$ cat config.mk
export PLATFORM = sky130hd
export DESIGN_NAME = msx_cart_top
export DESIGN_NICKNAME = d
export VERILOG_FILES = /design/src/msx_pkg.sv /design/src/bus_mux_scan.sv /design/src/sdc_decode.sv /design/src/sdc_regs.sv /design/src/sdc_readback.sv /design/src/msx_cart_top.sv
export SDC_FILE = /design/constraint.sdc
export NUM_CORES = 1
export LEC_CHECK = 0
export BUFFER_PORTS_ARGS = -buffer_cell sky130_fd_sc_hd__buf_2
export CORE_MARGIN = 1
export CORE_UTILIZATION = 49
export CTS_CLUSTER_SIZE = 14
export DETAILED_ROUTE_END_ITERATION = 8
export HOLD_SLACK_MARGIN = 0.03
export PLACE_DENSITY = 0.73
export SLEW_MARGIN = 20
export SYNTH_ARGS = -nofsm -noshare
export SYNTH_HDL_FRONTEND = slang
export SYNTH_SLANG_ARGS = --single-unit
$ cat constraint.sdc
create_clock -name clk108_w -period 2.34 [get_ports clk108_w]
set_input_delay 0.468 -clock clk108_w [delete_from_list [all_inputs] [get_ports clk108_w]]
set_output_delay 0.468 -clock clk108_w [all_outputs]
set_load 0.005 [all_outputs]
$ cat src/msx_pkg.sv
`default_nettype none

package msx_pkg;

    ////////////////////////////////////////
    // widths with a meaning
    typedef logic [15:0] addr_t;        // z80 address
    typedef logic [7:0]  byte_t;
    typedef logic [31:0] sector_t;      // sd sector number
    typedef logic [2:0]  msel_t;        // active low mux select
    typedef logic [1:0]  mapper_type_t;

    // pin scanner sequence, one state per clock
    typedef enum logic [2:0] {
        SCAN_LO_SEL,
        SCAN_LO_CAP,
        SCAN_HI_SEL,
        SCAN_HI_CAP,
        SCAN_CTL_SEL,
        SCAN_CTL_CAP,
        SCAN_IDLE
    } scan_state_e;

    ////////////////////////////////////////
    // bus and sd register window
    localparam addr_t SDC_BASE       = 16'h7E00;
    localparam byte_t SDC_OFF_ENABLE = 8'h00;
    localparam byte_t SDC_OFF_CMD    = 8'h01;
    localparam byte_t SDC_OFF_STATUS = 8'h02;
    localparam byte_t SDC_OFF_SADDR  = 8'h03;    // four bytes, lsb first
    localparam byte_t SDC_OFF_CTYPE  = 8'h0E;
    localparam byte_t SDC_OFF_MID    = 8'h0F;
    localparam byte_t UNMAPPED_BYTE  = 8'hFF;

    // command register bits
    localparam int CMD_BIT_RSTART = 0;
    localparam int CMD_BIT_WSTART = 1;
    localparam int CMD_BIT_INIT   = 7;

    // mapper config port and the codes written to it
    localparam byte_t MAPPER_PORT  = 8'h8F;
    localparam byte_t CFG_KONAMI   = 8'h04;
    localparam byte_t CFG_SCC_PLUS = 8'h05;
    localparam byte_t CFG_ASCII16  = 8'h16;
    localparam byte_t CFG_ASCII8   = 8'h08;

    localparam mapper_type_t MAP_KONAMI   = 2'd0;
    localparam mapper_type_t MAP_SCC_PLUS = 2'd1;
    localparam mapper_type_t MAP_ASCII16  = 2'd2;
    localparam mapper_type_t MAP_ASCII8   = 2'd3;

    ////////////////////////////////////////
    // external multiplexer
    localparam msel_t MSEL_LO   = 3'b110;   // a7..a0
    localparam msel_t MSEL_HI   = 3'b101;   // a15..a8
    localparam msel_t MSEL_CTL  = 3'b011;   // control pins
    localparam msel_t MSEL_NONE = 3'b111;

    // control group bit positions on mp
    localparam int CTL_BIT_MERQ = 0;
    localparam int CTL_BIT_IORQ = 1;
    localparam int CTL_BIT_M1   = 7;

    ////////////////////////////////////////
    typedef struct packed {
        addr_t addr;
        logic  rd_n;
        logic  wr_n;
        logic  iorq_n;
        logic  merq_n;
        logic  m1_n;
        logic  sltsl_n;
        byte_t data;        // cd_in as captured
    } bus_cycle_t;

    typedef struct packed {
        logic         sdc_wr;
        logic         sdc_rd;
        byte_t        reg_off;
        logic         cfg_wr;
        logic         cfg_ok;      // data is a known mapper code
        mapper_type_t cfg_type;
        byte_t        data;
    } sdc_req_t;

    typedef struct packed {
        logic       busy;
        logic       crc_error;
        logic       timeout_error;
        logic [1:0] card_type;
        byte_t      mid;
    } sdc_status_t;

    typedef struct packed {
        logic         sd_en;
        logic         rstart;
        logic         wstart;
        logic         init;
        sector_t      sector;
        mapper_type_t mapper_type;
        logic         scc_enable;
    } sdc_ctrl_t;

endpackage

`default_nettype wire

$ cat src/bus_mux_scan.sv
`default_nettype none

module bus_mux_scan (
    input  logic                clk108_w,
    input  logic                ram_enabled_w,
    input  msx_pkg::byte_t      mp,
    input  msx_pkg::byte_t      cd_in,
    input  logic                rd_n,
    input  logic                wr_n,
    input  logic                sltsl_n,
    output msx_pkg::msel_t      msel_n,
    output msx_pkg::bus_cycle_t bus
);

    msx_pkg::scan_state_e state_q;
    msx_pkg::scan_state_e state_nxt;
    msx_pkg::msel_t       msel_nxt;
    msx_pkg::byte_t       addr_lo_q;
    msx_pkg::byte_t       addr_hi_q;
    logic [2:0]           strb_q;       // {rd_n, wr_n, sltsl_n} seen so far this sweep
    logic [2:0]           strb_pins;

    assign strb_pins = {rd_n, wr_n, sltsl_n};

    ////////////////////////////////////////
    // select sequence
    always_comb begin
        case (state_q)
            msx_pkg::SCAN_LO_SEL:  state_nxt = msx_pkg::SCAN_LO_CAP;
            msx_pkg::SCAN_LO_CAP:  state_nxt = msx_pkg::SCAN_HI_SEL;
            msx_pkg::SCAN_HI_SEL:  state_nxt = msx_pkg::SCAN_HI_CAP;
            msx_pkg::SCAN_HI_CAP:  state_nxt = msx_pkg::SCAN_CTL_SEL;
            msx_pkg::SCAN_CTL_SEL: state_nxt = msx_pkg::SCAN_CTL_CAP;
            msx_pkg::SCAN_CTL_CAP: state_nxt = msx_pkg::SCAN_IDLE;
            default:               state_nxt = msx_pkg::SCAN_LO_SEL;
        endcase
    end

    // msel_n is registered, so it follows the state we are going to
    always_comb begin
        case (state_nxt)
            msx_pkg::SCAN_LO_SEL,
            msx_pkg::SCAN_LO_CAP:  msel_nxt = msx_pkg::MSEL_LO;
            msx_pkg::SCAN_HI_SEL,
            msx_pkg::SCAN_HI_CAP:  msel_nxt = msx_pkg::MSEL_HI;
            msx_pkg::SCAN_CTL_SEL,
            msx_pkg::SCAN_CTL_CAP: msel_nxt = msx_pkg::MSEL_CTL;
            default:               msel_nxt = msx_pkg::MSEL_NONE;
        endcase
    end

    always_ff @(posedge clk108_w or negedge ram_enabled_w) begin
        if (!ram_enabled_w) begin
            state_q <= msx_pkg::SCAN_IDLE;
            msel_n  <= msx_pkg::MSEL_NONE;
        end else begin
            state_q <= state_nxt;
            msel_n  <= msel_nxt;
        end
    end

    ////////////////////////////////////////
    // capture into shadows, publish the whole cycle at ctl_cap
    always_ff @(posedge clk108_w or negedge ram_enabled_w) begin
        if (!ram_enabled_w) begin
            addr_lo_q   <= '0;
            addr_hi_q   <= '0;
            strb_q      <= '1;
            bus.addr    <= '0;
            bus.rd_n    <= 1'b1;
            bus.wr_n    <= 1'b1;
            bus.iorq_n  <= 1'b1;
            bus.merq_n  <= 1'b1;
            bus.m1_n    <= 1'b1;
            bus.sltsl_n <= 1'b1;
            bus.data    <= '0;
        end else begin
            case (state_q)
                msx_pkg::SCAN_LO_CAP: begin
                    addr_lo_q <= mp;
                    strb_q    <= strb_pins;            // sweep starts here
                end
                msx_pkg::SCAN_HI_CAP: begin
                    addr_hi_q <= mp;
                    strb_q    <= strb_q | strb_pins;   // any high sample drops the strobe
                end
                msx_pkg::SCAN_CTL_CAP: begin
                    bus.addr   <= {addr_hi_q, addr_lo_q};
                    bus.merq_n <= mp[msx_pkg::CTL_BIT_MERQ];
                    bus.iorq_n <= mp[msx_pkg::CTL_BIT_IORQ];
                    bus.m1_n   <= mp[msx_pkg::CTL_BIT_M1];
                    {bus.rd_n, bus.wr_n, bus.sltsl_n} <= strb_q | strb_pins;
                    bus.data   <= cd_in;
                end
                default: begin
                end
            endcase
        end
    end

endmodule

`default_nettype wire

$ cat src/sdc_decode.sv
`default_nettype none

module sdc_decode (
    input  msx_pkg::bus_cycle_t bus,
    output msx_pkg::sdc_req_t   req
);

    logic slot_mem;     // memory cycle in our slot
    logic in_window;    // 7e00h..7effh
    logic io_wr;        // plain i/o write, no interrupt ack

    assign slot_mem  = !bus.sltsl_n && !bus.merq_n && bus.iorq_n && bus.m1_n;
    assign in_window = (bus.addr[15:8] == msx_pkg::SDC_BASE[15:8]);
    assign io_wr     = !bus.iorq_n && bus.m1_n && !bus.wr_n && bus.rd_n;

    always_comb begin
        req.sdc_wr  = slot_mem && in_window && !bus.wr_n;
        req.sdc_rd  = slot_mem && in_window && !bus.rd_n;
        req.reg_off = bus.addr[7:0];
        req.data    = bus.data;

        // mapper port only looks at the low address byte
        req.cfg_wr  = io_wr && (bus.addr[7:0] == msx_pkg::MAPPER_PORT);

        ////////////////////////////////////////
        // mapper code lookup
        req.cfg_ok = 1'b1;
        case (bus.data)
            msx_pkg::CFG_KONAMI: begin
                req.cfg_type = msx_pkg::MAP_KONAMI;
            end
            msx_pkg::CFG_SCC_PLUS: begin
                req.cfg_type = msx_pkg::MAP_SCC_PLUS;
            end
            msx_pkg::CFG_ASCII16: begin
                req.cfg_type = msx_pkg::MAP_ASCII16;
            end
            msx_pkg::CFG_ASCII8: begin
                req.cfg_type = msx_pkg::MAP_ASCII8;
            end
            default: begin
                req.cfg_ok   = 1'b0;   // unknown code, regs ignore it
                req.cfg_type = msx_pkg::MAP_KONAMI;
            end
        endcase
    end

endmodule

`default_nettype wire

$ cat src/sdc_regs.sv
`default_nettype none

module sdc_regs (
    input  logic                clk108_w,
    input  logic                ram_enabled_w,
    input  msx_pkg::sdc_req_t   req,
    input  logic                sd_done,
    output msx_pkg::sdc_ctrl_t  ctrl
);

    logic en_wr;    // write to the enable register
    logic reg_wr;   // any other register write, needs sd_en
    logic cmd_wr;
    logic cfg_ld;

    assign en_wr  = req.sdc_wr && (req.reg_off == msx_pkg::SDC_OFF_ENABLE);
    assign reg_wr = req.sdc_wr && ctrl.sd_en;
    assign cmd_wr = reg_wr && (req.reg_off == msx_pkg::SDC_OFF_CMD);
    assign cfg_ld = req.cfg_wr && req.cfg_ok;

    always_ff @(posedge clk108_w or negedge ram_enabled_w) begin
        if (!ram_enabled_w) begin
            ctrl.sd_en       <= 1'b0;
            ctrl.rstart      <= 1'b0;
            ctrl.wstart      <= 1'b0;
            ctrl.init        <= 1'b0;
            ctrl.sector      <= '0;
            ctrl.mapper_type <= msx_pkg::MAP_SCC_PLUS;   // konami scc+ out of reset
            ctrl.scc_enable  <= 1'b1;
        end else begin
            if (en_wr) begin
                ctrl.sd_en <= req.data[0];
            end

            ////////////////////////////////////////
            // start flags are sticky until the engine is done
            if (cmd_wr) begin
                ctrl.rstart <= ctrl.rstart | req.data[msx_pkg::CMD_BIT_RSTART];
                ctrl.wstart <= ctrl.wstart | req.data[msx_pkg::CMD_BIT_WSTART];
                ctrl.init   <= ctrl.init   | req.data[msx_pkg::CMD_BIT_INIT];
            end
            if (sd_done) begin     // last assignment wins over cmd
                ctrl.rstart <= 1'b0;
                ctrl.wstart <= 1'b0;
            end

            // sector bytes, lsb at the lowest offset
            for (int n = 0; n < 4; n++) begin
                if (reg_wr && (req.reg_off == msx_pkg::SDC_OFF_SADDR + msx_pkg::byte_t'(n))) begin
                    ctrl.sector[8*n +: 8] <= req.data;
                end
            end

            ////////////////////////////////////////
            // mapper config from port 8fh
            if (cfg_ld) begin
                ctrl.mapper_type <= req.cfg_type;
                ctrl.scc_enable  <= (req.cfg_type == msx_pkg::MAP_SCC_PLUS);
            end
        end
    end

endmodule

`default_nettype wire

$ cat src/sdc_readback.sv
`default_nettype none

module sdc_readback (
    input  logic                clk108_w,
    input  logic                ram_enabled_w,
    input  msx_pkg::sdc_req_t   req,
    input  msx_pkg::sdc_ctrl_t  ctrl,
    input  msx_pkg::sdc_status_t status,
    input  msx_pkg::bus_cycle_t bus,
    output msx_pkg::byte_t      cd_out,
    output logic                datadir
);

    logic rd_ok;        // register read while the window is enabled
    logic slot_rd;      // slot read as captured, cartridge owns the bus

    assign rd_ok   = req.sdc_rd && ctrl.sd_en;
    assign slot_rd = !bus.sltsl_n && !bus.rd_n;

    ////////////////////////////////////////
    // read data register
    always_ff @(posedge clk108_w or negedge ram_enabled_w) begin
        if (!ram_enabled_w) begin
            cd_out <= msx_pkg::UNMAPPED_BYTE;
        end else if (rd_ok) begin
            case (req.reg_off)
                msx_pkg::SDC_OFF_ENABLE: begin
                    cd_out <= {7'b0, ctrl.sd_en};
                end
                msx_pkg::SDC_OFF_STATUS: begin
                    cd_out <= {status.busy, 5'b0, status.timeout_error, status.crc_error};
                end
                msx_pkg::SDC_OFF_CTYPE: begin
                    cd_out <= {6'b0, status.card_type};   // 0 unknown, 3 sdhc
                end
                msx_pkg::SDC_OFF_MID: begin
                    cd_out <= status.mid;
                end
                default: begin
                    cd_out <= msx_pkg::UNMAPPED_BYTE;
                end
            endcase
        end
    end

    // direction, low drives cd towards the z80
    // registered so it lines up with cd_out
    always_ff @(posedge clk108_w or negedge ram_enabled_w) begin
        if (!ram_enabled_w) begin
            datadir <= 1'b1;
        end else begin
            datadir <= !slot_rd;
        end
    end

endmodule

`default_nettype wire

$ cat src/msx_cart_top.sv
`default_nettype none

module msx_cart_top (
    input  logic                 clk108_w,
    input  logic                 ram_enabled_w,
    input  msx_pkg::byte_t       mp,
    input  msx_pkg::byte_t       cd_in,
    input  logic                 rd_n,
    input  logic                 wr_n,
    input  logic                 sltsl_n,
    input  logic                 sd_done,
    input  msx_pkg::sdc_status_t sd_status,
    output msx_pkg::msel_t       msel_n,
    output msx_pkg::byte_t       cd_out,
    output logic                 datadir,
    output msx_pkg::sdc_ctrl_t   sd_ctrl
);

    msx_pkg::bus_cycle_t bus;   // one coherent cycle per sweep
    msx_pkg::sdc_req_t   req;

    ////////////////////////////////////////
    bus_mux_scan scan_i (
        .clk108_w      (clk108_w),
        .ram_enabled_w (ram_enabled_w),
        .mp            (mp),
        .cd_in         (cd_in),
        .rd_n          (rd_n),
        .wr_n          (wr_n),
        .sltsl_n       (sltsl_n),
        .msel_n        (msel_n),
        .bus           (bus)
    );

    sdc_decode decode_i (
        .bus (bus),
        .req (req)
    );

    sdc_regs regs_i (
        .clk108_w      (clk108_w),
        .ram_enabled_w (ram_enabled_w),
        .req           (req),
        .sd_done       (sd_done),
        .ctrl          (sd_ctrl)
    );

    sdc_readback readback_i (
        .clk108_w      (clk108_w),
        .ram_enabled_w (ram_enabled_w),
        .req           (req),
        .ctrl          (sd_ctrl),
        .status        (sd_status),
        .bus           (bus),
        .cd_out        (cd_out),
        .datadir       (datadir)
    );

endmodule

`default_nettype wire

# After elaboration in Yosys (flattened, before gate mapping)
# Cells that the tools add are included.
dict set report totals {
  ff_bits 103
  in_bits 35
  output_inout_bits 51
}
dict set report op_classes {
  reduce_logical 35
  mux 8
  n_eq_ne 25
  n_bitwise 4
}
# op n
set op_table {}
lappend op_table {{8-bit by 3-bit equality test with 1-bit output, second input constant} 5}
lappend op_table {{8-bit one-hot mux with 4 select lines} 1}
lappend op_table {{8-bit by 4-bit equality test with 1-bit output, second input constant} 3}
lappend op_table {{1-bit logical AND} 20}
lappend op_table {{3-bit one-hot mux with 6 select lines} 1}
lappend op_table {{8-bit by 2-bit equality test with 1-bit output, second input constant} 2}
lappend op_table {{3-bit by 2-bit equality test with 1-bit output, second input constant} 4}
lappend op_table {{3-bit equality test, second input constant} 4}
lappend op_table {{3-bit one-hot mux with 3 select lines} 1}
lappend op_table {{8-bit by 1-bit equality test with 1-bit output, second input constant} 1}
lappend op_table {{8-bit by 5-bit equality test with 1-bit output, second input constant} 1}
lappend op_table {{8-bit by 7-bit equality test with 1-bit output, second input constant} 1}
lappend op_table {{8-bit equality test, second input constant} 1}
lappend op_table {{8-bit zero test} 1}
lappend op_table {{3-bit by 1-bit equality test with 1-bit output, second input constant} 2}
lappend op_table {{1-bit zero test} 6}
lappend op_table {{3-bit zero test} 2}
lappend op_table {{2-bit one-hot mux with 3 select lines} 1}
lappend op_table {{3-bit one-hot mux with 2 select lines} 1}
lappend op_table {{2-bit OR reduction} 3}
lappend op_table {{2-bit nonzero test} 2}
lappend op_table {{4-bit OR reduction} 1}
lappend op_table {{3-bit 2-to-1 mux} 1}
lappend op_table {{1-bit bitwise OR} 3}
lappend op_table {{4 further kinds} 4}

# Depth between registers and ports, before layout
# Gate-level depths: netlist of run 1.
dict set report depth {
  word_depth 10
  mapped_depth 6
  depth_no_buf 4
}

# Cells and area by module
# A second synthesis of run 1 with hierarchy kept.
dict set report unflattened {
  cells_unflattened 324
  hier_area_um2 4573.1
}
# module n_inst cells_per_inst area_each_um2
set by_module_without_submodules {}
lappend by_module_without_submodules {bus_mux_scan 1 132 2164.6}
lappend by_module_without_submodules {sdc_regs 1 98 1570.3}
lappend by_module_without_submodules {sdc_readback 1 54 533.0}
lappend by_module_without_submodules {sdc_decode 1 40 305.3}

# Worst setup path after synthesis of run 1
# OpenSTA, ideal clock, no wires.
dict set report synth_path {
  path_type {register to register}
  start {register scan_i.bus[29] (netlist name)}
  end {register regs_i.ctrl[11] (netlist name)}
  t_arrival_ns 2.350
  path_buffers 1
  period_less_slack_ns 2.474
  stages_incl_launch_ff 6
  required_ns 2.215
  setup_time_ns 0.125
  path_slack_ns -0.134
  path_cell_list {dfrtp_1 -> or4b_1 -> or4_1 -> buf_2 -> nor4b_4 -> mux2_2}
}
dict set report synth_via {
  elab_chain_len 5
}
# item line
set synth_rtl {}
lappend synth_rtl {{8-bit by 7-bit equality test with 1-bit output} sdc_decode.sv:13} ;# assign in_window = (bus.addr[15:8] == msx_pkg::SDC_BASE[15:8]);
lappend synth_rtl {{1-bit logical AND (2 in series)} sdc_decode.sv:17} ;# req.sdc_wr = slot_mem && in_window && !bus.wr_n;
lappend synth_rtl {{1-bit logical AND} sdc_regs.sv:17} ;# assign reg_wr = req.sdc_wr && ctrl.sd_en;
lappend synth_rtl {{1-bit logical AND} sdc_regs.sv:49} ;# if (reg_wr && (req.reg_off == msx_pkg::SDC_OFF_SADDR + msx_pkg::byte_t'(n))) begin
# Every way passes these cells.
# A chain may end at the register's enable or synchronous reset.

# Worst setup path after layout of run 1
dict set report layout_path {
  start {register scan_i.bus[29] (netlist name)}
  end {register regs_i.ctrl[14] (netlist name)}
}
dict set report layout_via {
  elab_chain_len 5
}
# item line
set layout_rtl {}
lappend layout_rtl {{8-bit by 7-bit equality test with 1-bit output} sdc_decode.sv:13}
lappend layout_rtl {{1-bit logical AND (2 in series)} sdc_decode.sv:17}
lappend layout_rtl {{1-bit logical AND} sdc_regs.sv:17}
lappend layout_rtl {{1-bit logical AND} sdc_regs.sv:49}
# Every way passes these cells.

==> impl_results.md, run 1 <==
* Post-synthesis cell type count at 41
* Mux cell area share after synthesis at between 10% and 20%
* Clock Pin Slew Worst Setup and Hold Paths at about 100 ps
* Clock Skew at ~11 ps
* DRT Pass-1 Iters at 4
* Synthesis-to-layout area growth at 25.8%
* Final period util at 102%
* Post-DRT Antenna Nets at 0
* Tmin final at roughly 2400 ps
* Total GRT Usage at 21.1%
* Most common cell after layout, fill and taps aside: buf_2
* Final max-slew violation count at 0
* Gp weighted congestion at around 0.79
* VDD IR-drop max at between 0.0004 and 0.0005 V
* Most frequent cells in the layout: 84 x buf_2, 78 x dfrtp_1, 48 x mux2_2
* Crit Path Max Fanout at 5
* GRT Residual Overflow at 0
* Clock Sinks at between 100 and 150
* Warnings, synthesis at 0
* Layout cell share with drive strength beyond 1 at around 54%
* Worst EP arrival at 2630 ps
* Status: complete, but fails checks
* Final nets at around 470
* Post-synthesis adder-cell area fraction at 0%
* Failing checks: setup timing
* I/O Buffers at 85
* First-pass GRT wire length at roughly 14 mm
* Cells after Synth at approximately 320
* Synth Area in Compound Gates at between 5 and 6%
* WL final at 8.92 mm
* Drt via density at approximately 5.4
* Clk_lat worst skew at roughly 360 ps
* Dominant cell type by area after synthesis: dfrtp_1
* Synth top area share at between 40% and 50%
* Critical path's slowest cell: or4_4
* RSZ-0062 raised after global routing: true
* DRC marker count from the first detailed-route iteration at 108
* CTS buffer count at 9
* WHS at roughly 270 ps
* Sequential element share of the synthesized area at 61.4%
* Longest Clk Path Bufs at 2
* Leakage at about 2.6 nW
* Worst min-delay path class: input port to flip-flop
* Setup Crit Path Kind: flip-flop to flip-flop
* Starting Density at 51.2%
* Relative slew slack at between 60% and 70%
* Die height at around 95 um
* Crit-path cells: or4b_4 > or4_4 > nor4b_4 > buf_4 > mux2_2
* Syn Area/Cell at about 13 sq um
* Pin count of the biggest net entering global routing at 63
* Synth top area cells: dfrtp_1 46%, mux2_2 18%, dfstp_2 15%
* Post-synthesis xor/xnor area fraction at 0%
* Initial antenna violation count at 0
* FILL cells at ~650
* Setup slack after layout at -41.6 ps
* CTS root buf: clkbuf_8
* Worst setup EP type: flip-flop
* Simple-gate portion of the synthesized area at a little over an eighth
* CP Data Required Time at ~2600 ps
* CTS tree: done
* Largest family of logic cells by synthesized area: multiplexers
* Via count at between 2000 and 3000
* I/O Pins at 86
* Max cap viols at 0
* Core Rows at 33
* Endpoints failing hold at 0
* DR DRC count at 0
* Post-detail-place hpwl at 6.40 mm
* WL/cell at 16.4 um
* Worst-margin pin slew at about 560 ps
* CP max stage delay at approximately 560 ps
* PD cells at between 600 and 700 nW/um^2
* Number of diodes at 0
* H-Tree Level Count at 3
* Final setup viols at 4
* Cell Area, Synth at 4250 sq um
* Die W at 95.1 um
* Fmax at about 420 MHz
* Crit path launch type: flip-flop
* Worst slack, placed at -34.2 ps
* Net Count, Synth at roughly 360
* Core area at 8300 sq um
* Die area at about 9000 sq um
* #FFs+latches synth at 103
* Flop2flop setup slack at -40 ps
* Number of global-route vias before repair at ~2900
==> state kept, by name, indices dropped and copies added (netlist names) <==
signal	cells
scan_i.strb_q	3
readback_i.datadir	1
regs_i.ctrl	39
scan_i.msel_n	3
readback_i.cd_out	8
scan_i.state_q	3
scan_i.addr_lo_q	8
scan_i.addr_hi_q	8
scan_i.bus	30
==> cell usage after synthesis (all sizes together) <==
library cell   n
nor2b          5
and3           2
nor4           2
nand4          2
nand3          3
nor3b          1
clkbuf        12
mux2          69
a221oi         2
dfrtp         78
a21oi         17
or2            1
o21ai          6
dfstp         25
nor2          16
nand2b         4
nor4bb         2
nand3b         1
nor3           6
buf            3
a31o           1
or3            3
nand2         31
or4b           5
a2111oi        1
nor4b          2
a22o           3
or4bb          1
o21a           1
or3b           2
nand4b         4
o21bai         1
a21o           2
a211o          2
a31oi          3
or4            3
==> critical path, delay by kind of cell (launching register included) <==
family,cells,cell delay (ps)
multiplexers,1,340
AND/OR/NAND/NOR,3,1350
buffers and inverters,1,200
flip-flops,1,380
==> what timing repair did <==
item                                    4_1_cts  5_1_grt
gates resized for setup                       3       14
endpoints found under the setup margin        8       28
hold buffers                                  1        0
gates cloned                                  0        0
endpoints found under the hold margin         6        0
setup buffers                                 1        0
==> where the power goes <==
part / switching, mW / total, mW / internal, mW
Clock: 0.595 / 1.23 / 0.635
Sequential: 0.0316 / 1.86 / 1.83
Combinational: 0.0870 / 0.167 / 0.0797
Total: 0.714 / 3.26 / 2.54
==> through the flow <==
| step | TNS [ps] | cells | total power, mW | area [sq um] | utilization, % |
|---|---|---|---|---|---|
| 3_5_place_dp | -177 | 524 | 2.06 | 5030 | 60.6 |
| 2_1_floorplan | -1100 | 322 | 1.95 | 4290 | - |
| 6_report | -109 | 542 | 3.26 | 5340 | 64.4 |
| 3_3_place_gp | 0 | 524 | 2.05 | 5030 | 60.6 |
| 5_1_grt | -1210 | 542 | 3.38 | 5340 | 64.4 |
| 4_1_cts | -154 | 542 | 3.29 | 5290 | 63.7 |
==> cell families after synthesis <==
group / Yosys count
flops: 103
simple gates: 96
compound gates: 39
buf+inv: 15
mux: 69
==> final timing paths <==
kind,start,to,cells past startpoint
worst min-delay path,sd_done,regs_i.ctrl[37],2
worst max-delay path,scan_i.bus[29],regs_i.ctrl[14],5
worst max register to register,scan_i.bus[29],regs_i.ctrl[14],5
min in group asynchronous,ram_enabled_w,scan_i.bus[3],2
worst min register to register,scan_i.addr_lo_q[7],scan_i.addr_lo_q[7],2
max in group asynchronous,ram_enabled_w,scan_i.bus[10],3
==> layer usage <==
metal  up-vias  share of wire (%)  global-route usage, %
li1       1381                  -                      -
met1      1454                 44                   27.0
met2        67                 51                   36.3
met3         7                4.0                   5.34
met4         0               0.77                   4.29
met5         -                  0                      0
==> layout make-up <==
| cell class | count | area (sq um) | area share [%] |
|---|---|---|---|
| flip-flops and latches | 103 | 2610 | 48.8 |
| multi-input cells | 204 | 1680 | 31.5 |
| repair buffers | 114 | 693 | 13.0 |
| clock buffers | 10 | 138 | 2.58 |
| well taps | 105 | 131 | 2.46 |
| clock inverters | 6 | 91.3 | 1.71 |
(Power assumes the default switching activity.)
==> run 2: changes to the inputs <==
Settings changed: CORE_UTILIZATION 49 to 59, PLACE_DENSITY 0.73 to 0.83.
Clock period 2.34 ns to 2.8 ns, I/O delays scaled along.
==> run 2 against run 1 <==
The run now ends clean. Non-clock buffer count decreased by 20. Worst setup slack improved by 240 ps. Cell count fell by 5.4%. Global-route usage is 3.1 points higher. Combinational power down 33%. Clock power down 29%. Critical path depth stayed put. Total power shrank 22%. Sequential share of layout area rose by 3.3 points. Fmax down 8.3%. Final area down 6.3%. Register-to-register slack improved by 240 ps. Highest routed layer unchanged.
==> impl_results.md, run 2 (synthesis results as in run 1) <==
* Worst slack, placed at 211 ps (+245 ps)
* R2r worst-path depth at 5 (unchanged)
* Post-DRT Antenna Nets at 0 (unchanged)
* WL/cell at 16.5 um (+0.36%)
* CTS tree: done
* Drt via density at 5.60 (+4.3%)
* Setup_tns at 0 ps (+109 ps)
* Setup slack after layout at 203 ps (+244 ps)
* GRT Residual Overflow at 0 (unchanged)
* Number of diodes at 0 (unchanged)
* Hold-fix buffers at CTS at 0 (-1)
* Crit path launch type: flip-flop
* Worst min-delay path class: input port to asynchronous set/reset pin
* Worst Path Buf+Inv at 1 (unchanged)
* Layout cell share with drive strength beyond 1 at 51.6% (-2.7 points)
* Core Rows at 30 (-9.1%)
* Fmax at 385 MHz (-8.3%)
* Die W at 86.8 um (-8.7%)
* Setup Crit Path Kind: flip-flop to flip-flop
* Max cap viols at 0 (unchanged)
* RSZ-0062 raised after global routing: false
* Worst setup EP type: flip-flop
* Clock Pin Slew Worst Setup and Hold Paths at 100 ps (about the same)
* CP max stage delay at 650 ps (+90 ps)
* Final setup viols at 0 (-4)
* PD cells at 509 nW/um^2 (-17%)
* Most common cell after layout, fill and taps aside: buf_2
* Synthesis-to-layout area growth at 18.0%
* Final nets at 447 (-4.3%)
* Clock Sinks at 103 (unchanged)
* Status: finished, final reports clean
* Most frequent cells in the layout: 84 x buf_2, 78 x dfrtp_1, 68 x mux2_2
* Max reg flops at 39 (unchanged)
* Design Area, Final at 5010 sq um (-6.3%)
* Post-CTS Repair Setup Buffers at 0 (-1)
* Final max-slew violation count at 0 (unchanged)
* WL final at 8.47 mm (-5.0%)
* Final period util at 92.8% (-9.0 points)
* Tmin final at 2600 ps (+216 ps)
* Pin count of the biggest net entering global routing at 68 (+7.9%)
* Critical Path Stages at 5 (unchanged)
* Total GRT Usage at 24.2% (+3.1 points)
* Post-detail-place hpwl at 6.03 mm (-5.8%)
* Clock Skew at 11.1 ps (+0.503 ps)
* Worst EP arrival at 2840 ps (+210 ps)
* Gp weighted congestion at 0.782 (-1.2%)
* Critical path's slowest cell: or4_1
* Via count at 2871 (-1.3%)
* DRC marker count from the first detailed-route iteration at 99 (-8.3%)
* VDD IR-drop max at 0.000329 V (-23%)
* Longest Clk Path Bufs at 2 (unchanged)
* Relative slew slack at 60.7% (-1.8 points)
* Die height at 86.8 um (-8.7%)
* CTS root buf: clkbuf_8
* DP Area at 4820 sq um (-4.1%)
* Top Registers: regs_i.ctrl: 39 flops, scan_i.bus: 30 flops
* CP Data Required Time at 3040 ps (+450 ps)
* Most flop-heavy register: regs_i.ctrl
* Post-cts gate resize count at 0 (-3)
* First-pass GRT wire length at 13.8 mm (-3.6%)
* DRT Pass-1 Iters at 4 (unchanged)
* I/O Pins at 86 (unchanged)
* Die area at 7540 sq um (-17%)
* Number of global-route vias before repair at 2862 (-0.45%)
* I/O Buffers at 85 (unchanged)
* DR DRC count at 0 (unchanged)
* Clk_lat worst skew at 370 ps (about the same)
* Delay-heaviest family, CP: simple AND/OR/NAND/NOR gates
* Endpoints failing hold at 0 (unchanged)
* Leakage at 2.44 nW (-6.1%)
* Final core utilization at 72.9% (+8.5 points)
* CTS buffer count at 9 (unchanged)
* Core area at 6870 sq um (-17%)
* Crit-path cells: or4b_1 > or4_1 > nor4b_4 > buf_4 > mux2_1
* Worst-margin pin slew at 575 ps (+13.6 ps)
* Crit Path Max Fanout at 8 (+3)
* H-Tree Level Count at 3 (unchanged)
* Starting Density at 61.8% (+11 points)
* Initial antenna violation count at 0 (unchanged)
## run 2: routing by layer
layer | routed length (um) | global-route usage, %
met4 | 112 | 7.27
met5 | 0 | 0
met1 | 3690 | 30.8
met3 | 381 | 6.10
met2 | 4290 | 40.9
## run 2: area by class of cell
cell class / instances / area [sq um]
clock buffer: 10 / 138
tap: 96 / 120
timing repair buffer: 94 / 508
fill: 471 / 1860
sequential: 103 / 2610
multi-input combinational: 204 / 1590
clock inverter: 6 / 48.8
## run 2: power by group
part | internal (mW) | switching, mW
Clock | 0.359 | 0.514
Sequential | 1.53 | 0.0356
Combinational | 0.0537 | 0.0579
Total | 1.94 | 0.607
## run 2: final timing paths
check / end / slack [ps] / startpoint
hold reg to reg: scan_i.addr_lo_q[0] / 480 / scan_i.addr_lo_q[0]
setup reg to reg: regs_i.ctrl[12] / 200 / scan_i.bus[29]
max in group asynchronous: scan_i.msel_n[2] / 1910 / ram_enabled_w
min in group clk108_w: regs_i.ctrl[36] / 360 / sd_done
setup / recovery: regs_i.ctrl[12] / 200 / scan_i.bus[29]
hold / removal: regs_i.ctrl[5] / 150 / ram_enabled_w
## run 2: stage by stage
step / instances / total power [mW] / hold slack [ps]
6_report: 513 / 2.55 / 146
5_1_grt: 513 / 2.65 / 165
4_1_cts: 513 / 2.57 / 146
3_5_place_dp: 497 / 1.70 / 459
3_3_place_gp: 497 / 1.70 / 456
2_1_floorplan: 322 / 1.63 / 264
==> run 3: changes to the inputs <==
Settings changed: CORE_UTILIZATION 59 to 54, GPL_TIMING_DRIVEN set to 0, PLACE_DENSITY 0.83 to 0.77.
Clock period 2.8 ns to 2.4 ns, I/O delays scaled along.
==> run 3 against run 2 <==
Wire length is 4.3% higher. Clock-buffer cell count up 1. Total power grew 17%. Critical path depth is 1 lower. Critical endpoint is now regs_i.ctrl[38].
==> impl_results.md, run 3 (synthesis results as in run 1) <==
* Gp weighted congestion at 0.739 (-5.5%)
* PD cells at 573 nW/um^2 (+13%)
* Final nets at 459 (+2.7%)
* Core area at 7410 sq um (+7.9%)
* CTS root buf: clkbuf_8
* Leakage at 2.53 nW (+3.4%)
* I/O Buffers at 85 (unchanged)
* Tmin final at 2400 ps (-201 ps)
* Crit Path Max Fanout at 4 (-4)
* Final period util at 99.9% (+7.1 points)
* Power consumption at 2.97 mW (+17%)
* Layout cell share with drive strength beyond 1 at 52.2% (+0.66 points)
* Most common cell after layout, fill and taps aside: buf_2
* DP Area at 4850 sq um (+0.54%)
* Clock Sinks at 103 (unchanged)
* CTS tree: done
* Worst slack, placed at -365 ps (-576 ps)
* Endpoints failing hold at 0 (unchanged)
* Max reg flops at 39 (unchanged)
* DRT Pass-1 Iters at 4 (unchanged)
* Status: finished, final reports clean
* DRC marker count from the first detailed-route iteration at 97 (-2.0%)
* Fmax at 417 MHz (+8.4%)
* Setup slack after layout at 3.47 ps (-199 ps)
* Starting Density at 57.3% (-4.5 points)
* CTS buffer count at 9 (unchanged)
* DR top layer: met4
* DR DRC count at 0 (unchanged)
* Top Registers: regs_i.ctrl: 39 flops, scan_i.bus: 30 flops
* Design Area, Final at 5190 sq um (+3.5%)
* Met2 wire len at 4.53 mm (+5.5%)
* VDD IR-drop max at 0.000418 V (+27%)
* Clock Skew at 15.5 ps (+4.42 ps)
* Worst-margin pin slew at 556 ps (-19.3 ps)
* Most flop-heavy register: regs_i.ctrl
* Initial antenna violation count at 0 (unchanged)
* Die height at 90.7 um (+4.4%)
* Relative slew slack at 62.0% (+1.3 points)
* GRT Residual Overflow at 0 (unchanged)
* Final max-slew violation count at 0 (unchanged)
* CP Data Required Time at 2660 ps (-380 ps)
* Die W at 90.7 um (+4.4%)
* Post-detail-place hpwl at 6.15 mm (+2.0%)
* Post-DRT Antenna Nets at 0 (unchanged)
* Number of diodes at 0 (unchanged)
* Max cap viols at 0 (unchanged)
* Core Rows at 31 (+3.3%)
* Worst min-delay path class: input port to flip-flop
* Pin count of the biggest net entering global routing at 69 (+1.5%)
* Total GRT Usage at 23.0% (-1.2 points)
* First-pass GRT wire length at 14.8 mm (+6.8%)
* Clk_lat worst skew at 370 ps (about the same)
* I/O Pins at 86 (unchanged)
* Die area at 8220 sq um (+9.0%)
* Final setup viols at 0 (unchanged)
* Longest Clk Path Bufs at 2 (unchanged)
* Clock Pin Slew Worst Setup and Hold Paths at 100 ps (about the same)
* Met3 Wirelength at 298 um (-22%)
* RSZ-0062 raised after global routing: true
* WL/cell at 16.7 um (+1.4%)
* Crit path launch type: flip-flop
* Worst setup EP type: flip-flop
* WL final at 8.84 mm (+4.3%)
* WHS at 291 ps (+146 ps)
* Via count at 2900 (+1.0%)
* Wl on met1 at 3.92 mm (+6.5%)
* Synthesis-to-layout area growth at 22.2%
* Final core utilization at 70.0% (-2.9 points)
* Worst EP arrival at 2650 ps (-190 ps)
* H-Tree Level Count at 3 (unchanged)
* Drt via density at 5.49 (-1.9%)
* Number of global-route vias before repair at 2960 (+3.4%)
* Setup Crit Path Kind: flip-flop to flip-flop
* Most frequent cells in the layout: 84 x buf_2, 78 x dfrtp_1, 61 x mux2_2
## run 3: cell types whose count changed in the layout (fill, tap and decap cells not counted), moves of 2 or more
cell and change:
clkbuf_2 +2, buf_4 -5, or4_1 -3, clkbuf_1 +11, mux2_2 -7, or4_4 +3, mux2_4 +8, nor4_4 +2
## run 3: final cells by class
class | count | area, sq um
flip-flops and latches | 103 | 2610
fillers | 540 | 2220
multi-input cells | 204 | 1680
repair buffers | 93 | 539
clock buffers | 11 | 141
well taps | 99 | 124
plain buffers | 13 | 51.3
clock inverters | 5 | 40.0
## run 3: stage by stage
step,TNS [ps],instances
after global routing,-164,528
after floorplan,-205,322
after CTS,-31.5,527
after global placement,-20400,506
final,0,528
after detailed placement,-10010,507
## run 3: worst paths after layout
check | from | to | slack, ps | cells after the start
hold reg to reg | scan_i.addr_lo_q[7] | scan_i.addr_lo_q[7] | 480 | 2
setup reg to reg | scan_i.bus[8] | regs_i.ctrl[38] | 3 | 4
max in group asynchronous | ram_enabled_w | scan_i.bus[12] | 1170 | 3
min in group asynchronous | ram_enabled_w | regs_i.ctrl[14] | 560 | 2
setup / recovery | scan_i.bus[8] | regs_i.ctrl[38] | 3 | 4
hold / removal | sd_done | regs_i.ctrl[36] | 290 | 2
## run 3: per-layer routing
layer	vias to the layer above	track usage, %
li1	1350	-
met1	1477	30.7
met2	64	38.2
met3	9	5.39
met4	0	5.38
met5	-	0
## run 3: where the power goes
part	switching (mW)	total, mW	internal, mW	leakage [nW]
logic	0.0791	0.147	0.0684	1.18
registers	0.0330	1.82	1.78	1.26
clock network	0.593	1.01	0.415	0.0879
total	0.705	2.97	2.27	2.53
## run 3: critical path, stage by stage, from the launching register on
cell	delay, ps
dfstp_2	390
or4b_4	530
or4_4	570
nor4bb_1	400
mux2_2	400
## run 3: what timing repair did
action,CTS,global route
buffers inserted,5,1
hold endpoints to repair,24,0
gates resized for setup,14,8
hold buffers,1,0
setup endpoints to repair,41,36
pin swaps,4,2
